$ cat src/hw/fu_pkg.sv
package fu_pkg;

    // default sizing for the top level
    localparam int DEF_ISSUE_W     = 2;
    localparam int DEF_NUM_ALU     = 3;
    localparam int DEF_N_CDB       = 2;
    localparam int DEF_MULT_STAGES = 4;

    localparam int DATA_W = 32;
    localparam int TAG_W  = 6;
    localparam int ROB_W  = 5;

    typedef logic [DATA_W-1:0] data_t;
    typedef logic [TAG_W-1:0]  tag_t;
    typedef logic [ROB_W-1:0]  rob_t;

    typedef enum logic [3:0] {
        OP_ADD  = 4'd0,
        OP_SUB  = 4'd1,
        OP_AND  = 4'd2,
        OP_OR   = 4'd3,
        OP_XOR  = 4'd4,
        OP_SLT  = 4'd5,
        OP_SLL  = 4'd6,
        OP_SRL  = 4'd7,
        // compares, outcome goes to the ROB only
        OP_BEQ  = 4'd8,
        OP_BNE  = 4'd9,
        OP_BLT  = 4'd10,
        // multiplier class
        OP_MUL  = 4'd11,
        OP_MULH = 4'd12
    } fu_op_e;

    function automatic logic is_mult_op(fu_op_e op);
        return (op == OP_MUL) || (op == OP_MULH);
    endfunction

    function automatic logic is_branch_op(fu_op_e op);
        return (op == OP_BEQ) || (op == OP_BNE) || (op == OP_BLT);
    endfunction

endpackage
$ cat src/hw/fu_cdb_select.sv
`timescale 1ns/1ps

module fu_cdb_select #(
    parameter int NUM_ALU = fu_pkg::DEF_NUM_ALU,
    parameter int N_CDB   = fu_pkg::DEF_N_CDB
) (
    input  logic                         clock,
    input  logic                         reset,
    input  logic                         squash,

    input  logic [NUM_ALU-1:0]           alu_done,
    input  fu_pkg::tag_t [NUM_ALU-1:0]   alu_done_tag,
    input  fu_pkg::rob_t [NUM_ALU-1:0]   alu_done_rob,
    input  fu_pkg::data_t [NUM_ALU-1:0]  alu_done_data,
    input  logic                         mult_done,
    input  fu_pkg::tag_t                 mult_done_tag,
    input  fu_pkg::rob_t                 mult_done_rob,
    input  fu_pkg::data_t                mult_done_data,

    output logic [NUM_ALU-1:0]           alu_grant,
    output logic                         mult_grant,
    output logic [N_CDB-1:0]             cdb_valid,
    output fu_pkg::tag_t [N_CDB-1:0]     cdb_tag,
    output fu_pkg::data_t [N_CDB-1:0]    cdb_data,
    output fu_pkg::rob_t [N_CDB-1:0]     cdb_rob
);

    logic [N_CDB-1:0]          sel_valid;
    fu_pkg::tag_t [N_CDB-1:0]  sel_tag;
    fu_pkg::data_t [N_CDB-1:0] sel_data;
    fu_pkg::rob_t [N_CDB-1:0]  sel_rob;

    // next free CDB port
    int fill;

    always_comb begin
        alu_grant  = '0;
        mult_grant = 1'b0;
        sel_valid  = '0;
        sel_tag    = '0;
        sel_data   = '0;
        sel_rob    = '0;
        fill       = 0;

        // multiplier first, it stalls its whole pipe
        if (mult_done) begin
            mult_grant      = 1'b1;
            sel_valid[0]    = 1'b1;
            sel_tag[0]      = mult_done_tag;
            sel_data[0]     = mult_done_data;
            sel_rob[0]      = mult_done_rob;
            fill            = 1;
        end

        for (int j = 0; j < NUM_ALU; j++) begin
            if (alu_done[j] && fill < N_CDB) begin
                alu_grant[j]    = 1'b1;
                sel_valid[fill] = 1'b1;
                sel_tag[fill]   = alu_done_tag[j];
                sel_data[fill]  = alu_done_data[j];
                sel_rob[fill]   = alu_done_rob[j];
                fill            = fill + 1;
            end
        end
    end

    always_ff @(posedge clock) begin
        if (reset || squash) begin
            cdb_valid <= '0;
        end else begin
            cdb_valid <= sel_valid;
        end
    end

    always_ff @(posedge clock) begin
        cdb_tag  <= sel_tag;
        cdb_data <= sel_data;
        cdb_rob  <= sel_rob;
    end

endmodule

$ cat config.mk
export PLATFORM = sky130hd
export DESIGN_NAME = fu_cdb_select
export DESIGN_NICKNAME = d
export VERILOG_FILES = /design/src/hw/fu_pkg.sv /design/src/hw/fu_cdb_select.sv
export SDC_FILE = /design/constraint.sdc
export NUM_CORES = 1
export LEC_CHECK = 0
export BUFFER_PORTS_ARGS = -buffer_cell sky130_fd_sc_hd__buf_2
export CORE_ASPECT_RATIO = 0.6
export CORE_MARGIN = 5
export CORE_UTILIZATION = 42
export DETAILED_ROUTE_END_ITERATION = 10
export PLACE_DENSITY = 0.8
export SYNTH_ARGS = -nofsm -noshare
export SYNTH_HDL_FRONTEND = slang
export SYNTH_SLANG_ARGS = --single-unit
$ cat constraint.sdc
create_clock -name clock -period 3.87 [get_ports clock]
set_input_delay 0.387 -clock clock [delete_from_list [all_inputs] [get_ports clock]]
set_output_delay 0.387 -clock clock [all_outputs]
set_load 0.02 [all_outputs]
# Yosys cells after proc, flatten, opt, wreduce, memory -nomap -nowiden
# Cells that the tools add are included.
[op_classes] n_addsub=2 n_lt_le_gt_ge=9 muxes=55 n_bitwise=3 reduce_logical=7
[ops] cell="$bwmux W64" n=3
[ops] cell="$lt A32 B3 Y1 const B" n=6
[ops] cell="$mux W32" n=6
[ops] cell="$mux W64" n=3
[ops] cell="$demux W32 S1" n=3
[ops] cell="$ge A32 B1 Y1 const B" n=3
[ops] cell="$add A32 B2 Y32 const B" n=2
[ops] cell="$bwmux W12" n=3
[ops] cell="$mux W12" n=3
[ops] cell="$bwmux W10" n=3
[ops] cell="$mux W10" n=3
[ops] cell="$mux W6" n=4
[ops] cell="$mux W5" n=4
[ops] cell="$demux W6 S1" n=3
[ops] cell="$demux W5 S1" n=3
[ops] cell="$mux W1" n=8
[ops] cell="$logic_and A1 B1 Y1" n=6
[ops] cell="$mux W2" n=3
[ops] cell="$or A2 B2 Y2" n=2
[ops] cell="$demux W1 S1" n=3
[ops] cell="$or A1 B2 Y2" n=1
[ops] cell="$logic_or A1 B1 Y1" n=1
[word_totals] regBits=88 out_inout_bits=92 word_cells=83

# Logic depth before layout (Yosys ltp)
[depth] word_depth=13 mapped_depth=10 mapped_depth_nobuf=5

# Worst setup path after synthesis
# OpenSTA, ideal clock, no wires.
[synth_path] path_kind="input to register" startpoint="input port mult_done" endpoint="register cdb_data[32] (netlist name)" arrival_ns=2.605 t_required_ns=3.749 setup_slack_ns=1.144 path_stages=9 n_path_buf=4 cell_sequence="buf_2 -> clkbuf_1 -> clkbuf_1 -> inv_1 -> ha_1 -> and3_4 -> a221oi_4 -> buf_6 -> mux2_2"
[synth_lines] element="start, declared" line="fu_cdb_select.sv:15" source="input logic mult_done,"
[synth_lines] element="end signal, assigned" line="fu_cdb_select.sv:77" source="cdb_data <= sel_data;"
[synth_lines] element="end, declared" line="fu_cdb_select.sv:24" source="output fu_pkg::data_t [N_CDB-1:0] cdb_data,"

==> results.txt <==
Status: complete, no violations
Arr. time, crit path: 3.08 ns
Flops & latches, synth: 88
Vias: 5007
Most frequent CP cell: buf_4
CTS sink cnt: 88
P_sw: 0.8194 mW
Rows: 31
Fin. max-slew vios: 0
Crit end category: flop
First-pass GRT wire length: 26710 um
Largest net degree at the start of global routing: 80
P_int: 1.860 mW
Cells after Synth: 513
Pre-CTS setup slack: 0.7178 ns
Placed cell count: 904
Initial DRC Count: 198
Layout cells sized above 1: 56.82%
Die width: 155.4 um
GRT Total Usage: 21.68%
Area delta synth->final: 31.14%
Longest Clk Path Bufs: 2
Fmax: 350.9 MHz
Setup Fix Bufs, Post-CTS: 0
# DRC: 0
Die outline height: 97.21 um
Post-DP HPWL: 12380 um
CP Capture Point: cdb_rob[3]
Yosys cell types: 31
Worst Hold Class: in2reg
Most numerous cell in the Yosys netlist: dfxtp_1
Sequential fraction of the synthesis area: 33.09%
P_leak: 3.484 nW
Syn avg cell area: 10.38 um^2
Startpoint Class: input pin
Cts bufs inserted: 9
Crit path depth: 7
GRT overflow: 0
Switching power share of the total: 30.58%
CP startpoint: mult_done
Post-placement cell area: 6690 um^2
Worst Setup Slack, final: 1.020 ns
CP max stage cell: buf_4
Fin crit period: 2.850 ns
Setup repair after global routing missed its margin: false
Root buf cell: clkbuf_16
Post-synth top area share: 33.09%
Post-synth top flop: dfxtp_1
YS warnings: 0
Core Area: 12220 um^2
Wire length per cell: 18.85 um
Gate power share: 29.1%
Critical path's top delay family: buffers and inverters
Maximum capacitance violations: 0
Clock network fraction of design power: 31.9%
CTS tree: done
Clock-pin slew on the worst setup and hold paths: 0.07 ns
Req. time, crit path: 4.10 ns
Max-slew headroom at the worst pin: 53.77%
IO Pins: 271
Vias in the first global route: 5059
Design area: 6982 um^2
Worst path max stage delay: 0.65 ns
Non-Filler Instances: 920
Post-synth design cell area: 5324 um^2
Setup TNS: 0 ns
Post-synth EDFFs: 0
CP cell instances: buf_4, inv_1, ha_1, nor4b_1, a221o_2, buf_4, mux2_2
Routed Antenna Nets: 0
H-tree levels: 3
Flop pwr share: 39.0%
Least-Margin Pin Slew: 0.6934 ns
Asr flop ratio synth: 0%
Die area: 15100 um^2
RD Place Congestion: 0.8020
Power per cell area: 383.8 nW/um^2
Max FO, Critical Path: 55
Ant diodes: 0
Starting Density: 43.57%
WP buf/inv: 3
Synth top cells by count: 88 x dfxtp_1, 87 x mux2_2, 45 x nand3b_1
Initial antenna violation count: 2
Via density: 5.442
Hold Violations, Final: 0
Nets: 933
Layout Utilization: 57.14%
WS Path Type: in2reg
Top post-synthesis cells by area: dfxtp_1 33%, mux2_2 18%, mux2_4 11%, nor4bb_1 8.1%, nand3b_1 6.3%
Synth area leader: dfxtp_1
CTS resizes: 0
IR drop worst, VDD: 0.0001958 V
Post-Route WL: 17340 um
1st-pass router iterations: 5
Setup violations, final: 0
Final worst-path cycle share: 73.65%
Syn Nets: 696
Cts hold-fix bufs: 0
PortBufs: 270
-- sequential cells by signal (all words and copies together) (netlist names) --
signal     count
cdb_data      64
cdb_tag       12
cdb_valid      2
cdb_rob       10
-- cell families (layout without fill, tap and decap cells) --
kind of cell,after synthesis,after routing,synth area share (%)
AO/OA/AOI/OAI,49,49,6.299
adder cells (fa/ha/maj),4,4,0.9401
buffers and inverters,58,300,5.546
flip-flops,88,88,33.09
multiplexers,129,129,30.04
AND/OR/NAND/NOR,185,185,24.09
-- area by class of cell --
class | count | area, um^2
clock buffers | 11 | 252.7
clock inverters | 5 | 38.79
fillers | 1089 | 5236
inverters | 2 | 7.507
multi-input cells | 367 | 3271
flip-flops and latches | 88 | 1762
well taps | 165 | 206.4
repair buffers | 282 | 1444
-- cells in the final DEF (no fill, tap or decap), types with 2 or more instances in the layout --
master / count
buf_2: 269
dfxtp_1: 88
mux2_2: 87
nand3b_1: 45
nand2_1: 44
and3_1: 43
nor4bb_1: 43
a31oi_1: 43
mux2_4: 39
buf_4: 13
clkbuf_16: 9
mux2_1: 3
ha_1: 3
inv_1: 2
and3b_1: 2
clkbuf_8: 2
inv_6: 2
-- metal layers --
layer / global-route usage, % / part of all wire (%) / vias to the layer above / wire, um
li1: - / - / 2384 / -
met2: 35.25 / 46 / 227 / 7916
met5: 0 / 0.16 / - / 27
met3: 7.432 / 10 / 23 / 1744
met4: 4.371 / 1.1 / 4 / 188
met1: 27.97 / 43 / 2369 / 7464
-- metrics by stage --
stage	hold WS [ns]	power, mW
2_1_floorplan	0.5117	1.565
3_3_place_gp	0.6256	1.838
3_5_place_dp	0.6173	1.847
4_1_cts	0.2581	2.704
5_1_grt	0.2612	2.806
6_report	0.2736	2.680
-- how the worst min path moves through the flow --
stage                      start           end  slack (ns)  cells past startpoint
6_report       alu_done_data[67]  cdb_data[35]        0.27                      2
5_1_grt         alu_done_rob[11]    cdb_rob[6]        0.26                      2
4_1_cts        alu_done_data[67]  cdb_data[35]        0.26                      2
3_5_place_dp   alu_done_data[67]  cdb_data[35]        0.62                      2
3_3_place_gp    alu_done_rob[11]    cdb_rob[6]        0.63                      2
2_1_floorplan  alu_done_data[67]  cdb_data[35]        0.51                      1
-- power by group through the flow --
stage / clock network [mW] / logic, mW / registers (mW)
after global placement: 0 / 0.772 / 1.07
final: 0.854 / 0.781 / 1.04
after detailed placement: 0 / 0.782 / 1.06
after floorplan: 0 / 0.360 / 1.21
after global routing: 0.918 / 0.834 / 1.05
after CTS: 0.874 / 0.784 / 1.05
(Power assumes the default switching activity.)
