**config.mk**
```make
export PLATFORM = sky130hd
export DESIGN_NAME = fu_mult
export DESIGN_NICKNAME = d
export VERILOG_FILES = /design/src/hw/fu_pkg.sv /design/src/hw/fu_mult.sv
export SDC_FILE = /design/constraint.sdc
export NUM_CORES = 2
export LEC_CHECK = 0
export BUFFER_PORTS_ARGS = -buffer_cell sky130_fd_sc_hd__clkbuf_2
export CAP_MARGIN = 25
export CELL_PAD_IN_SITES_DETAIL_PLACEMENT = 0
export CELL_PAD_IN_SITES_GLOBAL_PLACEMENT = 1
export CORE_MARGIN = 2
export CORE_UTILIZATION = 53
export CTS_CLUSTER_DIAMETER = 50
export DETAILED_ROUTE_END_ITERATION = 10
export PLACE_DENSITY_LB_ADDON = 0.05
export SYNTH_ARGS = -nofsm -noshare
export SYNTH_HDL_FRONTEND = slang
export SYNTH_SLANG_ARGS = --single-unit
export TNS_END_PERCENT = 5
```
**constraint.sdc**
```tcl
create_clock -name clock -period 10.2 [get_ports clock]
set_input_delay 0.51 -clock clock [delete_from_list [all_inputs] [get_ports clock]]
set_output_delay 0.51 -clock clock [all_outputs]
set_load 0.05 [all_outputs]
```
**src/hw/fu_pkg.sv**
```systemverilog
package fu_pkg;

    // default sizing for the top level
    localparam int DEF_ISSUE_W     = 2;
    localparam int DEF_NUM_ALU     = 3;
    localparam int DEF_N_CDB       = 2;
    localparam int DEF_MULT_STAGES = 4;

    localparam int DATA_W = 32;
    localparam int TAG_W  = 6;
    localparam int ROB_W  = 5;

    typedef logic [DATA_W-1:0] data_t;
    typedef logic [TAG_W-1:0]  tag_t;
    typedef logic [ROB_W-1:0]  rob_t;

    typedef enum logic [3:0] {
        OP_ADD  = 4'd0,
        OP_SUB  = 4'd1,
        OP_AND  = 4'd2,
        OP_OR   = 4'd3,
        OP_XOR  = 4'd4,
        OP_SLT  = 4'd5,
        OP_SLL  = 4'd6,
        OP_SRL  = 4'd7,
        // compares, outcome goes to the ROB only
        OP_BEQ  = 4'd8,
        OP_BNE  = 4'd9,
        OP_BLT  = 4'd10,
        // multiplier class
        OP_MUL  = 4'd11,
        OP_MULH = 4'd12
    } fu_op_e;

    function automatic logic is_mult_op(fu_op_e op);
        return (op == OP_MUL) || (op == OP_MULH);
    endfunction

    function automatic logic is_branch_op(fu_op_e op);
        return (op == OP_BEQ) || (op == OP_BNE) || (op == OP_BLT);
    endfunction

endpackage
```
**src/hw/fu_mult.sv**
```systemverilog
`timescale 1ns/1ps

module fu_mult #(
    parameter int MULT_STAGES = fu_pkg::DEF_MULT_STAGES
) (
    input  logic           clock,
    input  logic           reset,
    input  logic           squash,
    input  logic           start,
    input  fu_pkg::fu_op_e op,
    input  fu_pkg::tag_t   tag,
    input  fu_pkg::rob_t   rob,
    input  fu_pkg::data_t  a,
    input  fu_pkg::data_t  b,
    input  logic           grant,

    output logic           ready,
    output logic           done,
    output fu_pkg::tag_t   done_tag,
    output fu_pkg::rob_t   done_rob,
    output fu_pkg::data_t  done_data
);

    localparam int LAST = MULT_STAGES - 1;

    logic signed [2*fu_pkg::DATA_W-1:0] product;

    logic [MULT_STAGES-1:0]       stage_valid;
    fu_pkg::fu_op_e               stage_op   [MULT_STAGES];
    fu_pkg::tag_t                 stage_tag  [MULT_STAGES];
    fu_pkg::rob_t                 stage_rob  [MULT_STAGES];
    logic [2*fu_pkg::DATA_W-1:0]  stage_prod [MULT_STAGES];

    logic advance;

    assign product = $signed(a) * $signed(b);

    // whole pipe moves unless the tail is stuck waiting for the CDB
    assign advance = ~stage_valid[LAST] | grant;

    // stage 0 may still fill a bubble while the rest is frozen
    assign ready = advance | ~stage_valid[0];

    always_ff @(posedge clock) begin
        if (reset || squash) begin
            stage_valid <= '0;
        end else begin
            if (advance) begin
                for (int i = 1; i < MULT_STAGES; i++) begin
                    stage_valid[i] <= stage_valid[i-1];
                end
            end
            if (ready) begin
                stage_valid[0] <= start;
            end
        end
    end

    always_ff @(posedge clock) begin
        if (advance) begin
            for (int i = 1; i < MULT_STAGES; i++) begin
                stage_op[i]   <= stage_op[i-1];
                stage_tag[i]  <= stage_tag[i-1];
                stage_rob[i]  <= stage_rob[i-1];
                stage_prod[i] <= stage_prod[i-1];
            end
        end
        if (ready && start) begin
            stage_op[0]   <= op;
            stage_tag[0]  <= tag;
            stage_rob[0]  <= rob;
            stage_prod[0] <= product;
        end
    end

    assign done     = stage_valid[LAST];
    assign done_tag = stage_tag[LAST];
    assign done_rob = stage_rob[LAST];

    // half select at the tail
    assign done_data = (stage_op[LAST] == fu_pkg::OP_MULH) ?
                       stage_prod[LAST][2*fu_pkg::DATA_W-1:fu_pkg::DATA_W] :
                       stage_prod[LAST][fu_pkg::DATA_W-1:0];

endmodule

```
Yosys cells after proc, flatten, opt, wreduce, memory -nomap -nowiden. Memories as Yosys holds them, arrays and structs flattened. Index checks and enable logic that the tools add are counted.

Logic and storage cells: 19. Output and inout bits: 45. RAM bits: 316. Register bits: 4. Bits of input ports: 84. Memories kept: 4.

Memory list: stage_prod (words 4, bits a word 64, rd ports 4, clocked after Yosys merged registers in 0, wr ports 4, RTL line fu_mult.sv:32) `logic [2*fu_pkg::DATA_W-1:0] stage_prod [MULT_STAGES];`; stage_tag (words 4, bits a word 6, rd ports 4, clocked after Yosys merged registers in 0, wr ports 4, RTL line fu_mult.sv:30) `fu_pkg::tag_t stage_tag [MULT_STAGES];`; stage_rob (words 4, bits a word 5, rd ports 4, clocked after Yosys merged registers in 0, wr ports 4, RTL line fu_mult.sv:31) `fu_pkg::rob_t stage_rob [MULT_STAGES];`; stage_op (words 4, bits a word 4, rd ports 4, clocked after Yosys merged registers in 0, wr ports 4, RTL line fu_mult.sv:29) `fu_pkg::fu_op_e stage_op [MULT_STAGES];`.

Equal/unequal tests: 1. Reduce and logical (&&, ||, !) cells: 2. Multiply operators: 1. Bitwise logic cells: 4. Muxes and demuxes: 5.

Operators by type and width (number): 32-bit by 32-bit multiplier with 64-bit output (1); 32-bit two-way mux (1); 4-bit equality test, second input constant (1); 1-bit two-way mux (4); 1-bit NOT (2); 1-bit bitwise OR (2); 1-bit logical AND (1); 1-bit logical OR (1).

Longest topological paths before layout.
Depth in word-level cells: 6. Mapped depth: 29. Depth with buffers taken out: 27.

Least setup slack after synthesis. Ideal clock, no wire load.

Path type: in2reg. Start: in b[2]. End: mem stage_prod[0][62] in the netlist's numbering, data pin. Setup time: 0.260 ns. Required time: 9.940 ns. Path slack: 2.180 ns. Stages on the path: 24. Data arrival time: 7.760 ns. Path buffers: 2. Cells stage by stage: clkbuf_1 > nand2_1 > inv_1 > fa_1 > fa_1 > fa_1 > fa_1 > inv_1 > fa_1 > inv_1 > fa_1 > fa_1 > fa_1 > ha_1 > clkbuf_1 > a21o_1 > a211oi_1 > a21oi_1 > nor2_1 > a31oi_4 > a31oi_4 > o21ai_2 > a221oi_2 > xnor2_1.

RTL lines: start: declaration (RTL line fu_mult.sv:14) `input fu_pkg::data_t b,`; end: declaration (RTL line fu_mult.sv:32).

==> metrics.txt <==
RSZ-0062 raised after global routing=false; Post-synth EDFFs=between 300 and 400; Final setup viols=0; Hold Crit Depth=1; core region area=roughly 86000 sq um; critical path fanouts, max=32; status=completed; worst min path class=in2reg; drt pass-1 iters=5; Vias/cell=around 5.2; Remaining DRCs=0; final count of hold timing violations=0; pins over their slew limit=0; largest area contributor in the netlist=fa_1; fin nets=5531; Vias=between 20000 and 30000; CP required=about 11000 ps; FF-to-FF path depth=4; Yosys warnings=0; family with the most delay on the worst path=adder cells; Worst Tran Pin Value=1020 ps; Starting Density=approximately 53%; reg2reg end=stage_prod[3][57]$_DFFE_PP_; DRT antenna net count=0; setup TNS=0 ps; hold_buf cts=0; I/O Buffers=128; ys flop type=edfxtp_1; Num CTS Buffers=31; largest net degree at the start of global routing=157; Syn Area/Cell=10.9 sq um; DIE WIDTH=299 um; final clock skew=between 10 and 15 ps; routed wire length=110000 um; fin crit share=83.0%; layout cells sized above 1=between 5 and 6%; CP dominant cell by count=fa_1; reg2reg setup slack=roughly 7600 ps; Cell Area, Synth=46100 sq um; H-tree levels=1; die area=89300 sq um; Worst Path Buf+Inv=6; FMAX=118 MHz; antenna violations before repair=5; Crit Path Class=in2reg; Total Routing Usage GR=approximately 26%; Util after Layout=56.1%; startpoint types=primary input; CTS tree=done; area delta synth->final=5.31%; Slowest-stage cell, CP=fa_1; commonest non-fill, non-tap cell in the layout=fa_1; cell depth of the worst setup path=25; Worst path max stage delay=just over 800 ps; # resized after CTS=0; min Tclk post-route=8470 ps; pre-CTS WS=1100 ps; post-CTS setup buffers=0; total grt overflow=0; DR WL/cell=20.5 um; Max Cap Viol=0; clock sinks=320; Clock Path Buffers=3; Fillers=7666; fin area=48500 sq um; Crit. End Element=flip-flop; first-pass GRT wire length=176000 um; flop and latch count out of synthesis=320; Placer Congestion=about 0.85; reg2reg start=stage_valid[3]$_SDFFE_PP0P_; Root Driver=clkbuf_16; chip height=299 um; Net Count, Synth=5556; Clk pin slew, worst setup/hold paths=60 ps; First DRT Iteration DRCs=1399; vias in the first global route=30800; Arr. time, crit path=between 8000 and 9000 ps; Synth area leaders=fa_1, edfxtp_1, inv_1, and2_1, ha_1; fraction of registers with async set/reset=0%; HP Start=op[3]; # IOs=129; placed inst area=47500 sq um; cell count after synthesis=4206; std cell rows=108; post-synth top area share=47.0%; Unique masters post-synth=63; Skew-Pair Late Insertion Delay=550 ps; Seq/Total Area, Yosys=20.8%; relative slew slack=between 30% and 40%; final setup margin=1730 ps; Post-DP HPWL=88800 um; hold endpoint=stage_op[0][3]$_DFFE_PP_; commonest cells after routing, fill and taps aside=fa_1, inv_1, nand2_1, and2_1, edfxtp_1
-- cells in the mapped netlist, drive strengths merged, types with 2 or more instances --
library cell,number
o31ai,2
o21bai,8
ha,184
o21ai,34
o211a,2
fa,1082
o221ai,2
nand4,13
xnor2,46
a221oi,2
a31oi,14
dfxtp,4
xor2,24
o211ai,4
nor3,11
clkbuf,207
buf,2
a31o,2
o21a,12
nand3,6
a221o,2
nand2b,15
a211oi,4
nor2b,7
and3,5
a311oi,2
o22a,2
and2,516
mux2,32
a2111oi,2
a211o,2
a21o,30
or3,2
a21boi,4
edfxtp,316
nor2,54
nand2,522
a21oi,52
mux2i,2
a32oi,2
inv,959
-- worst max-delay path by stage --
| stage | start | end | slack, ps |
|---|---|---|---|
| 2_1_floorplan | b[2] | stage_prod[0][62]$_DFFE_PP_ | 2180 |
| 3_3_place_gp | a[31] | stage_prod[0][62]$_DFFE_PP_ | 1240 |
| 3_5_place_dp | a[31] | stage_prod[0][62]$_DFFE_PP_ | 1100 |
| 4_1_cts | a[31] | stage_prod[0][62]$_DFFE_PP_ | 1670 |
| 5_1_grt | a[31] | stage_prod[0][62]$_DFFE_PP_ | 1270 |
| 6_report | a[31] | stage_prod[0][62]$_DFFE_PP_ | 1730 |
-- area by class of cell --
type | instances | area, sq um | share of cell area [%]
Antenna cell | 1 | 2.50 | 0.00516
Tap cell | 1155 | 1450 | 2.98
Clock inverter | 19 | 146 | 0.302
Timing Repair Buffer | 151 | 833 | 1.72
Inverter | 959 | 3610 | 7.44
Sequential cell | 320 | 9570 | 19.7
Clock buffer | 35 | 791 | 1.63
Multi-Input combinational cell | 2718 | 32100 | 66.2
-- per-layer routing --
| metal | vias up | wire [um] | track usage, % |
|---|---|---|---|
| li1 | 12300 | - | - |
| met1 | 14800 | 48500 | 36.9 |
| met2 | 660 | 54300 | 43.2 |
| met3 | 137 | 4590 | 2.54 |
| met4 | 2 | 2370 | 5.06 |
| met5 | - | 15 | 0 |
-- stage by stage --
stage	std cells	hold WS [ps]
after floorplan	4206	400
after global placement	5302	400
after detailed placement	5302	405
after CTS	5356	107
after global routing	5357	110
final	5358	132
-- worst register-to-register path: cells and delay by family, from the launching register on --
kind | cells | cell delay, ps
and+or+nand+nor | 1 | 240
DFF | 1 | 300
buffers and inverters | 3 | 1690
-- flip-flops by register name (all words and copies together), names as in the netlist --
| signal | flops |
|---|---|
| stage_prod | 256 |
| stage_tag | 24 |
| stage_rob | 20 |
| stage_op | 16 |
| stage_valid | 4 |
-- cell families (layout without fill, tap and decap cells) --
| group | count (synthesis) | count (layout) | share of synthesized area (%) |
|---|---|---|---|
| simple gates | 1156 | 1156 | 12.5 |
| compound gates | 192 | 192 | 2.96 |
| mux | 34 | 34 | 0.826 |
| buf+inv | 1168 | 1164 | 9.52 |
| other cells | 0 | 1 | 0 |
| fa+ha+maj | 1266 | 1266 | 52.0 |
| xor+xnor | 70 | 70 | 1.33 |
| flops | 320 | 320 | 20.8 |
Power is not shown: default switching activity piles up to over one toggle a cycle in this logic, so the estimate is an artifact.
