`src/hw/fu_pkg.sv`:
```
package fu_pkg;

    // default sizing for the top level
    localparam int DEF_ISSUE_W     = 2;
    localparam int DEF_NUM_ALU     = 3;
    localparam int DEF_N_CDB       = 2;
    localparam int DEF_MULT_STAGES = 4;

    localparam int DATA_W = 32;
    localparam int TAG_W  = 6;
    localparam int ROB_W  = 5;

    typedef logic [DATA_W-1:0] data_t;
    typedef logic [TAG_W-1:0]  tag_t;
    typedef logic [ROB_W-1:0]  rob_t;

    typedef enum logic [3:0] {
        OP_ADD  = 4'd0,
        OP_SUB  = 4'd1,
        OP_AND  = 4'd2,
        OP_OR   = 4'd3,
        OP_XOR  = 4'd4,
        OP_SLT  = 4'd5,
        OP_SLL  = 4'd6,
        OP_SRL  = 4'd7,
        // compares, outcome goes to the ROB only
        OP_BEQ  = 4'd8,
        OP_BNE  = 4'd9,
        OP_BLT  = 4'd10,
        // multiplier class
        OP_MUL  = 4'd11,
        OP_MULH = 4'd12
    } fu_op_e;

    function automatic logic is_mult_op(fu_op_e op);
        return (op == OP_MUL) || (op == OP_MULH);
    endfunction

    function automatic logic is_branch_op(fu_op_e op);
        return (op == OP_BEQ) || (op == OP_BNE) || (op == OP_BLT);
    endfunction

endpackage
```
`src/hw/fu_issue_decode.sv`:
```
`timescale 1ns/1ps

module fu_issue_decode #(
    parameter int ISSUE_W = fu_pkg::DEF_ISSUE_W,
    parameter int NUM_ALU = fu_pkg::DEF_NUM_ALU
) (
    input  logic [ISSUE_W-1:0]            issue_valid,
    input  fu_pkg::fu_op_e [ISSUE_W-1:0]  issue_op,
    input  fu_pkg::tag_t [ISSUE_W-1:0]    issue_tag,
    input  fu_pkg::rob_t [ISSUE_W-1:0]    issue_rob,
    input  fu_pkg::data_t [ISSUE_W-1:0]   issue_a,
    input  fu_pkg::data_t [ISSUE_W-1:0]   issue_b,
    input  logic [NUM_ALU-1:0]            alu_free,

    output logic [NUM_ALU-1:0]            alu_start,
    output fu_pkg::fu_op_e [NUM_ALU-1:0]  alu_op,
    output fu_pkg::tag_t [NUM_ALU-1:0]    alu_tag,
    output fu_pkg::rob_t [NUM_ALU-1:0]    alu_rob,
    output fu_pkg::data_t [NUM_ALU-1:0]   alu_a,
    output fu_pkg::data_t [NUM_ALU-1:0]   alu_b,

    output logic                          mult_start,
    output fu_pkg::fu_op_e                mult_op,
    output fu_pkg::tag_t                  mult_tag,
    output fu_pkg::rob_t                  mult_rob,
    output fu_pkg::data_t                 mult_a,
    output fu_pkg::data_t                 mult_b
);

    // ALUs not yet claimed by an earlier slot
    logic [NUM_ALU-1:0] unclaimed;
    logic               placed;

    always_comb begin
        alu_start  = '0;
        alu_tag    = '0;
        alu_rob    = '0;
        alu_a      = '0;
        alu_b      = '0;
        mult_start = 1'b0;
        mult_op    = fu_pkg::OP_MUL;
        mult_tag   = '0;
        mult_rob   = '0;
        mult_a     = '0;
        mult_b     = '0;
        for (int j = 0; j < NUM_ALU; j++) begin
            alu_op[j] = fu_pkg::OP_ADD;
        end

        unclaimed = alu_free;
        placed    = 1'b0;

        for (int i = 0; i < ISSUE_W; i++) begin
            placed = 1'b0;
            if (issue_valid[i] && fu_pkg::is_mult_op(issue_op[i])) begin
                // at most one multiply per cycle
                mult_start = 1'b1;
                mult_op    = issue_op[i];
                mult_tag   = issue_tag[i];
                mult_rob   = issue_rob[i];
                mult_a     = issue_a[i];
                mult_b     = issue_b[i];
            end else if (issue_valid[i]) begin
                // lowest free ALU wins
                for (int j = 0; j < NUM_ALU; j++) begin
                    if (!placed && unclaimed[j]) begin
                        alu_start[j] = 1'b1;
                        alu_op[j]    = issue_op[i];
                        alu_tag[j]   = issue_tag[i];
                        alu_rob[j]   = issue_rob[i];
                        alu_a[j]     = issue_a[i];
                        alu_b[j]     = issue_b[i];
                        unclaimed[j] = 1'b0;
                        placed       = 1'b1;
                    end
                end
            end
        end
    end

endmodule

```
`config.mk`:
```
export PLATFORM = sky130hd
export DESIGN_NAME = fu_issue_decode
export DESIGN_NICKNAME = d
export VERILOG_FILES = /design/src/hw/fu_pkg.sv /design/src/hw/fu_issue_decode.sv
export SDC_FILE = /design/constraint.sdc
export NUM_CORES = 1
export LEC_CHECK = 0
export BUFFER_PORTS_ARGS = -buffer_cell sky130_fd_sc_hd__buf_2
export CAP_MARGIN = 10
export CORE_AREA = 4 4 186 188
export DETAILED_ROUTE_END_ITERATION = 16
export DIE_AREA = 0 0 190 192
export MAX_ROUTING_LAYER = met4
export PLACE_DENSITY = 0.46
export REMOVE_ABC_BUFFERS = 1
export SETUP_SLACK_MARGIN = 0.02
export SLEW_MARGIN = 15
export SYNTH_ARGS = -nofsm -noshare
export SYNTH_HDL_FRONTEND = slang
export SYNTH_SLANG_ARGS = --single-unit
```
`constraint.sdc`:
```
create_clock -name vclk -period 2.7
set_input_delay 0.135 -clock vclk [all_inputs]
set_output_delay 0.135 -clock vclk [all_outputs]
set_load 0.03 [all_outputs]
```
# Word-level counts from Yosys, hierarchy flattened
# Cells that the tools add are included.
dict set report word_totals {
  inputBits 163
  register_bits 0
}
dict set report classes {
  muxes 87
  reduce_logical 12
  n_eq_ne 4
}
# op n
set op_table {}
lappend op_table {{two-way mux 96 bit} 8}
lappend op_table {{two-way mux 32 bit} 16}
lappend op_table {{two-way mux 18 bit} 4}
lappend op_table {{two-way mux 15 bit} 4}
lappend op_table {{two-way mux 12 bit} 4}
lappend op_table {{two-way mux 6 bit} 8}
lappend op_table {{two-way mux 5 bit} 8}
lappend op_table {{two-way mux 4 bit} 8}
lappend op_table {{two-way mux 1 bit} 21}
lappend op_table {{two-way mux 3 bit} 6}
lappend op_table {{equality test 4 bit (second input constant)} 4}
lappend op_table {{logical AND 1 bit} 6}
lappend op_table {{logical NOT 1 bit} 4}
lappend op_table {{logical OR 1 bit} 2}

# Logic depth before layout (Yosys ltp)
# Gate-level depths: netlist (run 1).
dict set report logic_depth {
  word_depth 27
  mapped_depth 7
  mapped_depth_nobuf 4
}

# Worst setup path before layout (run 1)
# OpenSTA, ideal clock, no wires.
dict set report synth_path {
  path_kind {input to output}
  start {input port issue_op[6] in the netlist's numbering}
  end {output port alu_a[86] in the netlist's numbering}
  n_path_buf 3
  slack_ns 0.576
  arrival_time_ns 1.989
  stages 7
  cell_sequence {buf_2 and3b_1 o21ai_1 buf_2 buf_2 nand4_1 o21ai_0}
}
# element line
set synth_rtl {}
lappend synth_rtl {{start, declared} fu_issue_decode.sv:8} ;# input fu_pkg::fu_op_e [ISSUE_W-1:0] issue_op,
lappend synth_rtl {{end, declared} fu_issue_decode.sv:19} ;# output fu_pkg::data_t [NUM_ALU-1:0] alu_a,

==> flow_metrics.py, run 1 <==
metrics = {
    "sta": {
        "tns_ps": 0,
        "min_period_ps": 2220,
        "drv_slew": 0,
        "slew-limit-headroom_pct": 62.6,
        "grt_setup_unrepaired": "no",
        "finalWorstSetupSlack_ps": 483,
        "max_freq_mhz": 451,
        "setup_viol": 0,
        "finalHoldViolCount": 0,
        "worst_pin_slew_ps": 556,
        "finalCritPeriodShare_pct": 82.1,
    },
    "setup_path": {
        "crit_arrival_ps": 2080,
        "crit_type": "input port to primary output",
        "start_kind": "input port",
        "required_ps": 2570,
        "cp_max_fo": 35,
        "crit_path_end_kind": "primary output",
    },
    "power_and_ir_drop": {
        "power.total_mw": 1.54,
        "ir_drop_mv": 0.0918,
        "p_int_mw": 0.458,
        "sw_frac_of_total_pct": 70.1,
        "power.density_nw_per_um2": 223,
        "clock_power_share_pct": 0,
        "combPwrFrac_pct": 100.0,
        "power.switching_mw": 1.08,
        "power.leakage_nw": 3.65,
        "p_seq_share_pct": 0,
    },
    "logic_synthesis": {
        "synth.area.top_cells": "a22o_1 52%, nand4_1 13%, o21ai_0 10%",
        "synth_top_cell_by_area": "a22o_1",
        "ys_seq_area_share_pct": 0,
        "synth_top_area_share_pct": 51.6,
        "netlist_instances": 609,
        "synth_area_per_cell_um2": 6.47,
        "ys_top_cells_by_count": "232 x a22o_1, 81 x nand2_1, 79 x nand4_1, 79 x o21ai_0, 67 x clkbuf_1",
        "syn_area_um2": 3940,
        "synthDistinctLibCells": 31,
        "yosysMostFrequentCell": "a22o_1",
        "yosys_warnings": 0,
    },
    "routing": {
        "met1_length_mm": 12.0,
        "wl_per_cell_um": 19.8,
        "drtIter0Drc": 426,
        "vias_per_cell": 4.98,
        "dr.pass1.iters": 5,
        "drtAntennaViolNets": 0,
        "route.detailed.drc": 0,
        "dr_total_vias": 7306,
        "dr_wl_met2_mm": 14.1,
        "dr_wl_met3_mm": 2.41,
        "routed_wirelength_mm": 29.1,
        "highest_layer": "met4",
    },
    "clock_tree": {
        "post-cts-setup-buffers": 0,
        "post_cts_resized": 0,
        "hold_buffers": 0,
    },
    "finish": {
        "nFillCells": 3817,
        "syn2layout_area_growth_pct": 74.7,
        "regArea_um2": 0,
        "clkbuf_count": 0,
        "multiInputGateArea_um2": 3590,
        "flops_and_latches": 0,
        "drive_above_1_share_pct": 50.4,
        "fin_util_pct": 20.8,
        "fin_nets": 1184,
        "fin_area_um2": 6880,
    },
    "min_path": {
        "hold_class": "input port to primary output",
    },
    "run": {
        "drv_cap": 0,
    },
    "placement": {
        "port_buffers": 482,
        "gp_congestion": 0.886,
        "place_hpwl_mm": 22.6,
        "dpl_worst_slack_ps": 499,
        "placed_cell_area_um2": 6880,
    },
    "grt": {
        "antenna_found_initial": 1,
        "grt_max_degree": 79,
        "gr-usage-all-layers_pct": 14.4,
        "grt-ovfl-total": 0,
        "grt_pass1_wl_mm": 41.9,
        "grt_pass1_vias": 6815,
    },
    "run_status": {
        "status": "complete, no violations",
    },
    "floorplan": {
        "start_util_pct": 11.9,
        "rows": 67,
        "ios": 483,
        "die_area_um2": 36500,
        "fp.dieH_um": 192,
        "core_um2": 33100,
        "die_x_um": 190,
    },
}
==> cell type report <==
type,instances,share of cell area (%)
multi-input cells,509,52.2
repair buffers,503,39.2
well taps,448,8.15
inverters,7,0.382
diodes,1,0.0364
==> metrics by stage <==
step / cells / hold WS [ps]
CTS: 1467 / 672
global route: 1468 / 695
detailed placement: 1467 / 672
floorplan: 516 / 456
finish: 1468 / 669
global placement: 1467 / 668
==> layer usage <==
layer  vias up  global-route usage [%]
met3        37                    1.33
met1      3504                    18.6
li1       3300                       -
met2       465                    24.9
met5         -                       -
met4         0                    2.28
==> power by group through the flow <==
| stage | sequential [mW] | combinational [mW] | clock [mW] |
|---|---|---|---|
| floorplan | 0 | 0.852 | 0 |
| global placement | 0 | 1.52 | 0 |
| detailed placement | 0 | 1.52 | 0 |
| CTS | 0 | 1.53 | 0 |
| global route | 0 | 1.62 | 0.0000000495 |
| finish | 0 | 1.54 | 0.0000000496 |
==> placed cells by master, fill, tap and decap left out <==
cell type  netlist  final
a22oi_1          2      2
and4bb_2         1      1
a21oi_1          1      1
a2111oi_4        1      1
and3b_1          1      1
xor2_1           1      1
nand4bb_1        1      1
nand2_1         81     81
nor2_4           0      3
a21oi_4          0      1
nand3_1          2      2
buf_4            3     11
nor3b_1          1      1
mux2i_1          2      1
o22ai_1          1      1
buf_2           23    482
nand4_1         79     79
mux2i_4          0      1
conb_1           1      1
or3b_1           2      2
o21ai_4          0      1
buf_12           0     10
nand3b_1         1      1
o21ai_0         79     79
nor3_1           2      2
nor2_1           6      3
a21oi_2          2      1
and4b_1          1      1
nand4b_1         1      1
nor4_4           0      2
inv_1            7      7
o31ai_1          4      4
diode_2          0      1
nand2b_1         1      1
a22o_1         232    232
==> worst paths after layout <==
kind	from	slack, ps	cells past startpoint	to
setup / recovery	issue_op[2]	480	7	alu_tag[9]
hold / removal	issue_a[22]	670	4	alu_a[86]
==> kinds of logic after synthesis <==
family                    count (synthesis)  share of synthesized area [%]
AOI/OAI and AO/OA                       323                           64.3
and+or+nand+nor                         182                           24.3
buffers and inverters                   100                           10.5
muxes                                     2                          0.508
xor gates and xnor gates                  1                          0.222
other                                     1                         0.0952
==> worst max-delay path, stage by stage <==
cell	delay [ps]
buf_2	150
and4b_1	370
o31ai_1	140
a2111oi_4	400
buf_4	440
a22o_1	200
buf_2	190
Note: power is estimated with default switching activity, not from simulation.
==> run 2, diff against run 1 <==
- clock period: 2.7 -> 2.2 ns (I/O delays scaled with it)
==> flow_metrics.py, run 2 (synthesis results as in run 1) <==
metrics = {
    "routing": {
        "dr_total_vias": 7395,
        "vias_per_cell": 4.99,
        "dr.pass1.iters": 5,
        "drtAntennaViolNets": 0,
        "drtIter0Drc": 437,
        "route.detailed.drc": 0,
        "routed_wirelength_mm": 29.6,
        "wl_per_cell_um": 20.0,
    },
    "finish": {
        "final_common_cell": "buf_2",
        "regArea_um2": 0,
        "drive_above_1_share_pct": 51.1,
        "clkbuf_count": 0,
        "flops_and_latches": 0,
        "syn2layout_area_growth_pct": 80.0,
        "fin_area_um2": 7090,
        "multiInputGateArea_um2": 3590,
        "instances_no_fill": 1481,
        "n_antenna_cell": 0,
        "fin_nets": 1198,
        "final_cell_mix": "482 x buf_2, 232 x a22o_1, 81 x nand2_1",
        "fin_util_pct": 21.4,
        "nFillCells": 3791,
    },
    "floorplan": {
        "rows": 67,
        "die_x_um": 190,
        "die_area_um2": 36500,
        "ios": 483,
        "fp.dieH_um": 192,
        "core_um2": 33100,
        "start_util_pct": 11.9,
    },
    "sta": {
        "finalWorstSetupSlack_ps": 133,
        "tns_ps": 0,
        "min_period_ps": 2070,
        "finalCritPeriodShare_pct": 94.0,
        "grt_setup_unrepaired": "no",
        "slew-limit-headroom_pct": 62.7,
        "finalHoldViolCount": 0,
        "hold_ws_ps": 620,
        "worst_pin_slew_ps": 554,
        "setup_viol": 0,
        "drv_slew": 0,
        "max_freq_mhz": 484,
    },
    "setup_path": {
        "cp_common_cell": "buf_2",
        "start_kind": "input port",
        "slowest_stage": "and4bb_2",
        "required_ps": 2090,
        "cp_max_fo": 37,
        "crit_path_end_kind": "primary output",
        "crit_type": "input port to primary output",
        "crit_family": "buffers and inverters",
        "cp_cell_sequence": "buf_2, and4bb_2, o31ai_1, a2111oi_4, buf_4, buf_12, a22o_1, buf_2",
        "cp_slowest_stage_delay_ps": 380,
        "crit_arrival_ps": 1960,
        "cp_num_buf_inv": 4,
    },
    "placement": {
        "dp.cells": 1480,
        "dpl_worst_slack_ps": 125,
        "port_buffers": 482,
        "gp_congestion": 0.898,
        "placed_cell_area_um2": 7070,
        "place_hpwl_mm": 23.2,
    },
    "power_and_ir_drop": {
        "combPwrFrac_pct": 100.0,
        "p_int_mw": 0.597,
        "ir_drop_mv": 0.0916,
        "power.total_mw": 1.93,
        "clock_power_share_pct": 0,
        "power.switching_mw": 1.33,
        "power.density_nw_per_um2": 272,
        "power.leakage_nw": 3.75,
        "sw_frac_of_total_pct": 69.0,
        "p_seq_share_pct": 0,
    },
    "run": {
        "drv_cap": 0,
    },
    "min_path": {
        "hold_class": "input port to primary output",
    },
    "run_status": {
        "status": "complete, no violations",
    },
    "clock_tree": {
        "hold_buffers": 0,
    },
    "grt": {
        "antenna_found_initial": 0,
        "grt-ovfl-total": 0,
        "grt_pass1_vias": 6971,
        "gr-usage-all-layers_pct": 14.4,
        "grt_pass1_wl_mm": 41.7,
        "grt_max_degree": 78,
    },
}
## run 2: changes by cell type in the layout (fill, tap and decap cells not counted), sizes merged
cell / change
buf: +14
diode: -1
## run 2: tightest hold or removal path, delay by kind of cell
family                 cells  cell delay (ps)
AOI/OAI and AO/OA          1               60
and+or+nand+nor            1               50
buffers and inverters      2              290
## run 2: what timing repair did
action                                  4_1_cts  5_1_grt
endpoints found under the hold margin         0        0
setup buffers                                 0        1
resized for setup                             0        2
endpoints found under the setup margin        0       32
## run 2: final timing paths
kind / endpoint / slack (ps) / start / cells past startpoint
setup / recovery: alu_a[37] / 130 / issue_op[1] / 8
hold / removal: alu_a[79] / 620 / issue_a[15] / 4
## run 2: layout make-up
class	count	share of cell area, %
timing repair buffer	517	41.0
inverter	7	0.371
tap	448	7.91
multi-input combinational	509	50.7
## run 2: metal layers
layer,routed length (µm),global-route usage (%),share of wire [%],vias up
met5,0,-,0,-
met4,796,3.62,2.7,0
met3,2840,1.44,9.6,51
met2,14000,24.5,47,532
met1,12000,18.5,40,3489
li1,-,-,-,3323
## run 2: power by group through the flow
stage               registers [mW]  logic (mW)  clock network [mW]
floorplan                        0        1.05                   0
global placement                 0        1.91                   0
detailed placement               0        1.91                   0
CTS                              0        1.92                   0
global route                     0        2.02                   0
finish                           0        1.93                   0
==> run 3, diff against run 2 <==
--- a/config.mk
+++ b/config.mk
@@ -8,9 +8,11 @@
 export BUFFER_PORTS_ARGS = -buffer_cell sky130_fd_sc_hd__buf_2
 export CAP_MARGIN = 10
-export CORE_AREA = 4 4 186 188
+export CELL_PAD_IN_SITES_DETAIL_PLACEMENT = 1
+export CELL_PAD_IN_SITES_GLOBAL_PLACEMENT = 1
+export CORE_AREA = 4 4 183 185
 export DETAILED_ROUTE_END_ITERATION = 16
-export DIE_AREA = 0 0 190 192
+export DIE_AREA = 0 0 187 189
 export MAX_ROUTING_LAYER = met4
-export PLACE_DENSITY = 0.46
+export PLACE_DENSITY = 0.65
 export REMOVE_ABC_BUFFERS = 1
 export SETUP_SLACK_MARGIN = 0.02
==> constraint.sdc (replaced) <==
create_clock -name vclk -period 2.2
set_input_delay 0.33 -clock vclk [all_inputs]
set_output_delay 0.33 -clock vclk [all_outputs]
set_load 0.03 [all_outputs]
==> flow_metrics.py, run 3 (synthesis results as in run 1) <==
metrics = {
    "run_status": {
        "status": "finished, violations left",
        "violations": "setup timing",
    },
    "grt": {
        "grt_max_degree": 53,
        "antenna_found_initial": 0,
        "grt-ovfl-total": 0,
        "use_met3_pct": 1.33,
        "gr-usage-met1_pct": 20.7,
        "grt_pass1_vias": 8204,
        "use_met2_pct": 31.3,
        "grt_most_used_layer": "met2",
        "grt_pass1_wl_mm": 48.8,
        "gr-usage-all-layers_pct": 17.4,
    },
    "setup_path": {
        "cp_max_fo": 10,
        "crit_type": "input port to primary output",
        "cp_slowest_stage_delay_ps": 350,
        "crit_arrival_ps": 2060,
        "crit_path_end_kind": "primary output",
        "start_kind": "input port",
        "required_ps": 1870,
        "cp_cell_sequence": "buf_6, and4b_2, o21ai_1, buf_4, nor2_4, buf_12, clkbuf_16, a22o_1, clkbuf_4",
        "slowest_stage": "and4b_2",
        "cp_num_buf_inv": 5,
        "crit_family": "buffers and inverters",
    },
    "finish": {
        "final_cell_mix": "240 x buf_2, 229 x a22o_1, 173 x buf_6",
        "clkbuf_count": 0,
        "fin_util_pct": 33.2,
        "final_common_cell": "buf_2",
        "nFillCells": 3789,
        "regArea_um2": 0,
        "flops_and_latches": 0,
        "syn2layout_area_growth_pct": 170,
        "fin_nets": 1311,
        "drive_above_1_share_pct": 69.0,
        "multiInputGateArea_um2": 4370,
        "instances_no_fill": 1554,
        "n_antenna_cell": 0,
    },
    "floorplan": {
        "die_area_um2": 35300,
        "rows": 66,
        "ios": 483,
        "die_x_um": 187,
        "start_util_pct": 12.3,
        "core_um2": 32000,
        "fp.dieH_um": 189,
    },
    "power_and_ir_drop": {
        "p_seq_share_pct": 0,
        "sw_frac_of_total_pct": 61.4,
        "clock_power_share_pct": 0,
        "combPwrFrac_pct": 100.0,
        "power.density_nw_per_um2": 244,
        "power.leakage_nw": 5.20,
        "ir_drop_mv": 0.0907,
        "power.switching_mw": 1.59,
        "p_int_mw": 1.00,
    },
    "routing": {
        "wl_per_cell_um": 25.9,
        "dr_total_vias": 8366,
        "dr.pass1.iters": 5,
        "routed_wirelength_mm": 40.3,
        "route.detailed.drc": 0,
        "drtIter0Drc": 413,
        "vias_per_cell": 5.38,
        "drtAntennaViolNets": 0,
    },
    "min_path": {
        "hold_class": "input port to primary output",
    },
    "placement": {
        "dpl_worst_slack_ps": -270,
        "port_buffers": 482,
        "dp.cells": 1494,
        "place_hpwl_mm": 24.7,
        "gp_congestion": 0.896,
    },
    "sta": {
        "finalCritPeriodShare_pct": 109,
        "hold_ws_ps": 1030,
        "min_period_ps": 2390,
        "tns_ps": -27590,
        "max_freq_mhz": 418,
        "finalWorstSetupSlack_ps": -190,
        "setup_viol": 295,
        "drv_slew": 0,
        "grt_setup_unrepaired": "yes",
        "finalHoldViolCount": 0,
    },
    "run": {
        "drv_cap": 0,
    },
}
==> run 3: cell types whose count changed in the layout (fill, tap and decap cells not counted), moves of 35 or more <==
cell	previous run	this run
buf_2	482	240
buf_6	2	173
buf_4	15	106
o21ai_0	79	2
nand2_1	81	5
o21ai_2	0	55
nand2_4	0	41
clkbuf_4	0	40
nand2_2	0	35
==> run 3: layout make-up <==
class,instances,share of cell area (%)
inverter,7,0.247
multi-input combinational,509,41.1
tap,408,4.80
timing repair buffer,630,53.8
==> run 3: repair_timing <==
action	4_1_cts	5_1_grt
pin swaps	7	90
hold endpoints to repair	0	0
setup endpoints to repair	309	316
hold buffers	0	0
cloned	2	23
gates resized for setup	240	534
buffers inserted	10	26
==> run 3: power by group through the flow <==
stage	combinational [mW]	clock [mW]	sequential, mW
6_report	2.59	0	0
5_1_grt	2.69	0	0
4_1_cts	2.18	0	0
3_5_place_dp	2.02	0	0
3_3_place_gp	2.00	0	0
2_1_floorplan	1.05	0	0
==> run 3: per-stage QoR <==
step / instance area, µm² / total power, mW
after floorplan: 3550 / 1.05
after global placement: 7540 / 2.00
after detailed placement: 7540 / 2.02
after CTS: 8390 / 2.18
after global routing: 10600 / 2.69
final: 10600 / 2.59
==> run 3: final timing paths <==
check	start	endpoint	slack [ps]	cells after the start
min	issue_a[17]	alu_a[81]	1030	4
max	issue_op[2]	mult_op[2]	-190	9
==> run 3: per-layer routing <==
metal / vias to the layer above / share of wire, % / wire [µm]
met2: 521 / 51 / 20400
met4: 0 / 4.3 / 1720
met5: - / 0 / 0
li1: 3585 / - / -
met3: 105 / 6.0 / 2430
met1: 4155 / 39 / 15800
==> run 3: tightest hold or removal path, delay by kind of cell <==
family,cells,cell delay (ps)
and+or+nand+nor,1,60
AOI/OAI and AO/OA,1,50
buffers and inverters,2,250
